File: src/common/core_config.svh
`ifndef CORE_CONFIG_SVH
`define CORE_CONFIG_SVH

//////////////////////////////////////////////////
// core sizing
//////////////////////////////////////////////////

// reservation station entries, one alu behind each
`define RS_SIZE 4

// architectural registers, r0 hardwired to zero
`define NUM_REGS 8

// register index width
`define REG_W 3

// operand and result width
`define DATA_W 16

// rename tag width, tag 0 = value already in the register file
`define TAG_W 4

`endif
File: src/common/core_pkg.sv
`include "core_config.svh"

package core_pkg;

    //////////////////////////////////////////////////
    // instruction fields
    //////////////////////////////////////////////////

    typedef enum logic [2:0] {
        ALU_ADD = 3'd0,
        ALU_SUB = 3'd1,
        ALU_AND = 3'd2,
        ALU_OR  = 3'd3,
        ALU_XOR = 3'd4,
        ALU_SLL = 3'd5
    } alu_op_t;

    // operand b, register index or immediate depending on use_imm
    typedef union packed {
        struct packed {
            logic [`DATA_W-`REG_W-1:0] pad;
            logic [`REG_W-1:0]         idx;
        } src;
        logic [`DATA_W-1:0] imm;
    } operand_b_t;

    typedef struct packed {
        alu_op_t            op;
        logic [`REG_W-1:0]  dest;
        logic [`REG_W-1:0]  src_a;
        logic               use_imm;
        operand_b_t         operand_b;
    } dispatch_t;

    //////////////////////////////////////////////////
    // rename and broadcast
    //////////////////////////////////////////////////

    // one source operand, ready means value is valid
    typedef struct packed {
        logic [`TAG_W-1:0]  tag;
        logic [`DATA_W-1:0] value;
        logic               ready;
    } src_info_t;

    typedef struct packed {
        src_info_t          src_a;
        src_info_t          src_b;
        logic [`TAG_W-1:0]  dest_tag;
    } mt_rs_t;

    typedef struct packed {
        logic               valid;
        logic [`TAG_W-1:0]  tag;
        logic [`REG_W-1:0]  dest;
        logic [`DATA_W-1:0] value;
    } cdb_t;

    typedef struct packed {
        logic               busy;
        logic [`TAG_W-1:0]  dest_tag;
        logic [`REG_W-1:0]  dest;
        alu_op_t            op;
        src_info_t          src_a;
        src_info_t          src_b;
    } rs_entry_t;

endpackage

File: src/logic/map_table.sv
`timescale 1ns/1ns
`include "core_config.svh"

module map_table (
    input  logic                               clock,
    input  logic                               reset,
    input  logic                               flush,
    input  logic                               alloc,
    input  core_pkg::dispatch_t                disp,
    input  core_pkg::cdb_t                     cdb,
    output core_pkg::mt_rs_t                   mt_rs,
    output logic [`NUM_REGS-1:0][`DATA_W-1:0]  reg_value
);
    import core_pkg::*;

    localparam logic [`TAG_W-1:0] FIRST_TAG = 1;

    // producer tag per register, 0 when the value is in reg_value
    logic [`NUM_REGS-1:0][`TAG_W-1:0] tags;
    logic [`TAG_W-1:0]                next_tag;
    logic [`REG_W-1:0]                src_b_reg;

    function automatic src_info_t lookup(
        logic [`TAG_W-1:0]  tag,
        logic [`DATA_W-1:0] value,
        cdb_t               c
    );
        src_info_t s;
        s.tag   = tag;
        s.value = value;
        s.ready = 1'b1;
        if (tag != '0) begin
            // producer broadcasting right now
            if (c.valid && c.tag == tag) begin
                s.value = c.value;
            end else begin
                s.value = '0;
                s.ready = 1'b0;
            end
        end
        return s;
    endfunction

    // only meaningful when use_imm is clear, rs picks the immediate otherwise
    assign src_b_reg = disp.operand_b.src.idx;

    always_comb begin
        mt_rs.src_a    = lookup(tags[disp.src_a], reg_value[disp.src_a], cdb);
        mt_rs.src_b    = lookup(tags[src_b_reg], reg_value[src_b_reg], cdb);
        mt_rs.dest_tag = next_tag;
    end

    //////////////////////////////////////////////////
    // writeback and rename
    //////////////////////////////////////////////////

    always_ff @(posedge clock) begin
        if (reset || flush) begin
            reg_value <= '0;
            tags      <= '0;
            next_tag  <= FIRST_TAG;
        end else begin
            // stale producers never overwrite a younger one
            if (cdb.valid && cdb.dest != '0 && tags[cdb.dest] == cdb.tag) begin
                reg_value[cdb.dest] <= cdb.value;
                tags[cdb.dest]      <= '0;
            end
            // a new rename of the same register takes precedence
            if (alloc) begin
                if (disp.dest != '0) begin
                    tags[disp.dest] <= next_tag;
                end
                next_tag <= (next_tag == '1) ? FIRST_TAG : next_tag + 1'b1;
            end
        end
    end

endmodule

File: config.mk
export PLATFORM = sky130hd
export DESIGN_NAME = map_table
export DESIGN_NICKNAME = d
export VERILOG_FILES = /design/src/common/core_pkg.sv /design/src/logic/map_table.sv
export VERILOG_INCLUDE_DIRS = /design/src /design/src/common
export SDC_FILE = /design/constraint.sdc
export NUM_CORES = 1
export LEC_CHECK = 0
export BUFFER_PORTS_ARGS = -buffer_cell sky130_fd_sc_hd__buf_2
export CAP_MARGIN = 30
export CORE_MARGIN = 10
export CORE_UTILIZATION = 30
export DETAILED_ROUTE_END_ITERATION = 7
export PLACE_DENSITY = 0.48
export SYNTH_ARGS = -nofsm -noshare
export SYNTH_HDL_FRONTEND = slang
export SYNTH_SLANG_ARGS = --single-unit
File: constraint.sdc
create_clock -name clock -period 3.3 [get_ports clock]
set_input_delay 0.66 -clock clock [delete_from_list [all_inputs] [get_ports clock]]
set_output_delay 0.66 -clock clock [all_outputs]
set_load 0.02 [all_outputs]
Word level (Yosys, flattened, before mapping)
Cells that the tools add are included.
{"block": "op_classes", "n_eq_ne": 4, "bitwise": 2, "n_reduce_logical": 11, "n_lt_le_gt_ge": 6, "addsub": 1, "n_mux": 29}
{"cell": "bitwise mux 128 bit", "count": 1}
{"cell": "2-to-1 mux 32 bit", "count": 4}
{"cell": "binary-select mux 16 bit (select 3 bit)", "count": 2}
{"cell": "2-to-1 mux 16 bit", "count": 5}
{"cell": "demux 16 bit (select 3 bit)", "count": 1}
{"cell": "binary-select mux 4 bit (select 3 bit)", "count": 3}
{"cell": "2-to-1 mux 17 bit", "count": 2}
{"cell": "bitwise AND 32 bit", "count": 1}
{"cell": "bitwise mux 32 bit", "count": 1}
{"cell": "inverter 32 bit", "count": 1}
{"cell": "demux 4 bit (select 3 bit)", "count": 2}
{"cell": "2-to-1 mux 4 bit", "count": 6}
{"cell": "< comparator 3 x 4 -> 1 bit (second input constant)", "count": 4}
{"cell": "== test 4 bit", "count": 3}
{"cell": "nonzero test 4 bit", "count": 2}
{"cell": ">= comparator 3 x 1 -> 1 bit (second input constant)", "count": 2}
{"cell": "logical AND 1 bit", "count": 6}
{"cell": "nonzero test 3 bit", "count": 2}
{"cell": "adder 4 x 1 -> 4 bit (second input constant)", "count": 1}
{"cell": "== test 4 bit (second input constant)", "count": 1}
{"cell": "2-to-1 mux 1 bit", "count": 2}
{"cell": "logical OR 1 bit", "count": 1}
{"block": "word_totals", "output_inout_bits": 174, "wordCells": 70, "regBits": 164}

Depth between registers and ports, before layout
{"block": "logic_depth", "ltp_word": 11, "depth_mapped": 10}

Worst setup path after synthesis
OpenSTA, ideal clock, no wires.
{"block": "synth_path", "path_type": "input to output", "start": "input disp[17] (netlist bit)", "end": "output mt_rs[32] (netlist bit)", "path_stages": 9, "required_time_ns": 2.640, "t_arrival_ns": 2.947, "slack_ns": -0.307, "path_cell_list": "buf_2 > buf_6 > mux4_2 > mux2_2 > xor2_1 > nor3_2 > nand4b_2 > buf_6 > o22ai_1"}
{"item": "from (decl)", "line": "map_table.sv:9", "source": "input core_pkg::dispatch_t disp,"}
{"item": "to (decl)", "line": "map_table.sv:11", "source": "output core_pkg::mt_rs_t mt_rs,"}

==> impl_metrics.py <==
metrics = {
    "global_route": {
        "use_met1": 0.238,
        "grt_pass1_wl_um": 53200,
        "met2_usage": 0.290,
        "grt_usage": 0.178,
        "grt_max_degree": 105,
        "met3_usage": 0.0367,
        "top_usage_layer": "met2",
        "grt_pass1_vias": 8121,
        "antenna_found_initial": 1,
        "grt-ovfl-total": 0,
    },
    "pwr": {
        "internal_power_w": 0.00317,
        "totalPowerFinal_w": 0.00445,
        "combPwrFrac": 0.099,
        "swShare": 0.286,
        "leakage_nw": 5.66,
        "clockPowerShare": 0.454,
        "ir_drop_mv": 0.309,
        "powerDensity_nw_per_um2": 359,
        "p_sw_w": 0.00127,
        "p_seq_frac": 0.447,
    },
    "cts": {
        "cts_tree": "built",
        "postCtsHoldBufs": 0,
        "cts.clk_slew.worst_paths_ns": 0.07,
        "clock_latency_ns": 0.43,
        "cts_buffers": 17,
        "clockBufferDepth": 2,
        "root_buffer": "clkbuf_16",
        "numClockSinks": 164,
        "htree_levels": 4,
    },
    "drt": {
        "drc": 0,
        "drtAntennaViolNets": 0,
        "vias": 7717,
        "via_per_inst": 5.22,
        "wl_per_cell_um": 23.2,
        "drt-total-wl_um": 34300,
        "drt_first_pass_iters": 4,
        "first_iter_violations": 476,
    },
    "timing": {
        "fmax_ghz": 0.289,
        "rsz0062_at_grt": "true",
        "slew_viol_final": 0,
        "finalHoldViolCount": 0,
        "finClkSkew_ns": 0.0121,
        "relSlewSlack": 0.633,
        "setup_viol": 34,
        "worst_pin_slew_ns": 0.550,
        "fin_ws_ns": -0.157,
        "fin_crit_sh": 1.05,
        "post-route-min-period_ns": 3.46,
    },
    "logic_synthesis": {
        "syn-num-nets": 903,
        "synthArstFlopShare": 0,
        "syn_inst": 848,
        "synth_edf_count": 0,
        "yosysWarnings": 0,
        "synth-seq-cells": 164,
        "syn_avg_cell_area_um2": 10.9,
        "syn-cell-area_um2": 9210,
        "ys.flop_type": "dfxtp_1",
        "yosysSeqAreaShare": 0.356,
        "ys_types": 50,
    },
    "critical_path": {
        "path_max_fanout": 8,
        "crit_type": "input port to primary output",
        "cp-start-kind": "input port",
        "crit_top_cell": "buf_12",
        "cp_cell_sequence": "buf_12, mux4_2, mux2_4, xor2_2, nor3_2, nand4b_4, buf_12, buf_16, o22ai_4, buf_6",
        "worstSetupEndpointType": "primary output",
        "critPathRequiredTime_ns": 2.64,
        "crit_arrival_ns": 2.80,
        "critPathTopFamily": "multiplexers",
        "cp_slowest_cell": "mux4_2",
        "slowest_delay_ns": 0.54,
        "worst-path-buf-inv": 4,
        "ff2ff_setup_slack_ns": 0.66,
    },
    "final_layout": {
        "area_growth_pct": 34.5,
        "nets": 1123,
        "drive_gt1_frac": 0.420,
        "fin_cells": 1478,
    },
    "min_path": {
        "min_path_type": "input port to flop",
    },
    "place": {
        "place_ws_ns": -0.430,
        "routabilityCongestion": 0.864,
        "dp_hpwl_um": 25000,
        "io_buffers": 210,
        "dp_cells": 1436,
    },
    "run": {
        "max_cap_violations": 0,
    },
    "floorplanning": {
        "die_w_um": 195,
        "die_height_um": 195,
        "core_area_um2": 30400,
        "rows": 64,
        "dieArea_um2": 38100,
        "initial_core_util": 0.303,
        "boundaryPins": 228,
    },
    "outcome": {
        "status": "finished, violations left",
        "violations": "negative setup slack",
    },
}
[Yosys cell counts (2+ instances only)]
library cell,number,area share
nand2_1,174,0.071
dfxtp_1,164,0.36
mux2i_1,155,0.17
mux4_2,81,0.20
o22ai_1,41,0.028
clkbuf_1,36,0.015
nor2_1,33,0.013
a41o_1,20,0.022
and2_1,20,0.014
buf_6,15,0.018
nand3_1,15,0.0082
buf_1,9,0.0037
mux2_2,9,0.011
nor3_1,7,0.0038
xor2_1,7,0.0067
buf_2,5,0.0027
nand4_2,5,0.0068
a21oi_1,4,0.0022
nor2b_1,4,0.0027
nor4_1,3,0.0020
or4_1,3,0.0024
buf_12,2,0.0043
buf_4,2,0.0016
inv_1,2,0.00082
nand2b_1,2,0.0014
nand3b_1,2,0.0016
nand4_1,2,0.0014
nand4b_2,2,0.0033
nor3_2,2,0.0022
o31ai_1,2,0.0016
[power by group through the flow]
| stage | sequential (W) | clock, W | combinational [W] |
|---|---|---|---|
| after CTS | 0.00199 | 0.00208 | 0.000440 |
| after global placement | 0.00203 | 0 | 0.000407 |
| after global routing | 0.00199 | 0.00215 | 0.000469 |
| after detailed placement | 0.00203 | 0 | 0.000407 |
| after floorplan | 0.00203 | 0 | 0.000260 |
| final | 0.00199 | 0.00202 | 0.000440 |
[worst register-to-register path, cell delays in order, from the launching register on]
cell and delay, ns:
dfxtp_1 0.35, mux2_4 0.27, a22o_1 0.22, a2111oi_4 0.50
xor2_4 0.33, nand4_2 0.35, buf_4 0.36, mux2i_1 0.16
[path summary, 6_finish.rpt]
check,cells past startpoint,to,from
setup reg to reg,7,reg_value[42],tags[27]
setup / recovery,10,mt_rs[18],disp[0]
hold reg to reg,2,reg_value[30],reg_value[30]
hold / removal,3,next_tag[0],reset
[layer usage]
layer | routed length (um) | vias to the layer above | share of wire
met5 | 0 | - | 0
met4 | 324 | 0 | 0.0094
met3 | 1750 | 15 | 0.051
met2 | 16600 | 206 | 0.49
met1 | 15600 | 3886 | 0.45
li1 | - | 3610 | -
[state kept, by name, indices dropped and copies added, names as in the netlist]
| name | flops |
|---|---|
| next_tag | 4 |
| reg_value | 128 |
| tags | 32 |
[final cells by class]
cell class,count,area (um2)
inverter,2,7.51
timing repair buffer,270,1970
antenna,1,2.50
sequential,164,3290
clock buffer,17,425
clock inverter,15,180
fill,2980,18000
multi-input combinational,613,6020
tap,396,495
[placed cells by master (no fill, tap or decap), types with 17 or more instances in the layout]
| cell | count |
|---|---|
| buf_4 | 44 |
| nor2_1 | 30 |
| clkbuf_16 | 17 |
| nand2_1 | 172 |
| a41o_1 | 20 |
| and2_1 | 20 |
| mux2i_1 | 155 |
| buf_2 | 174 |
| dfxtp_1 | 161 |
| buf_6 | 34 |
| o22ai_4 | 27 |
| mux4_2 | 81 |
[per-stage QoR]
stage	utilization	TNS, ns	hold WS (ns)	instance area (um2)
finish	0.407	-3.90	0.484	12400
detailed placement	0.370	-10.93	0.479	11300
floorplan	-	-2.00	0.458	9620
global placement	0.370	-10.00	0.469	11300
CTS	0.406	-4.38	0.465	12400
global route	0.407	-6.38	0.485	12400
[timing repair]
action                     CTS  global route
setup endpoints to repair   34            34
cloned                       2             0
gates resized for setup     95             5
setup buffers                7             0
pin swaps                   12             3
[cell families (layout without fill, tap and decap cells)]
logic type                 after synthesis  count (layout)  share of synthesized area
and+or+nand+nor                        280             280                      0.139
muxes                                  246             246                      0.379
DFF                                    164             164                      0.356
AOI/OAI and AO/OA                       76              76                     0.0630
buffers and inverters                   71             304                     0.0462
xor gates and xnor gates                10              10                     0.0144
adders and majority gates                1               1                    0.00136
other                                    0               1                          0
No activity file was read; power rests on OpenSTA's default activity.
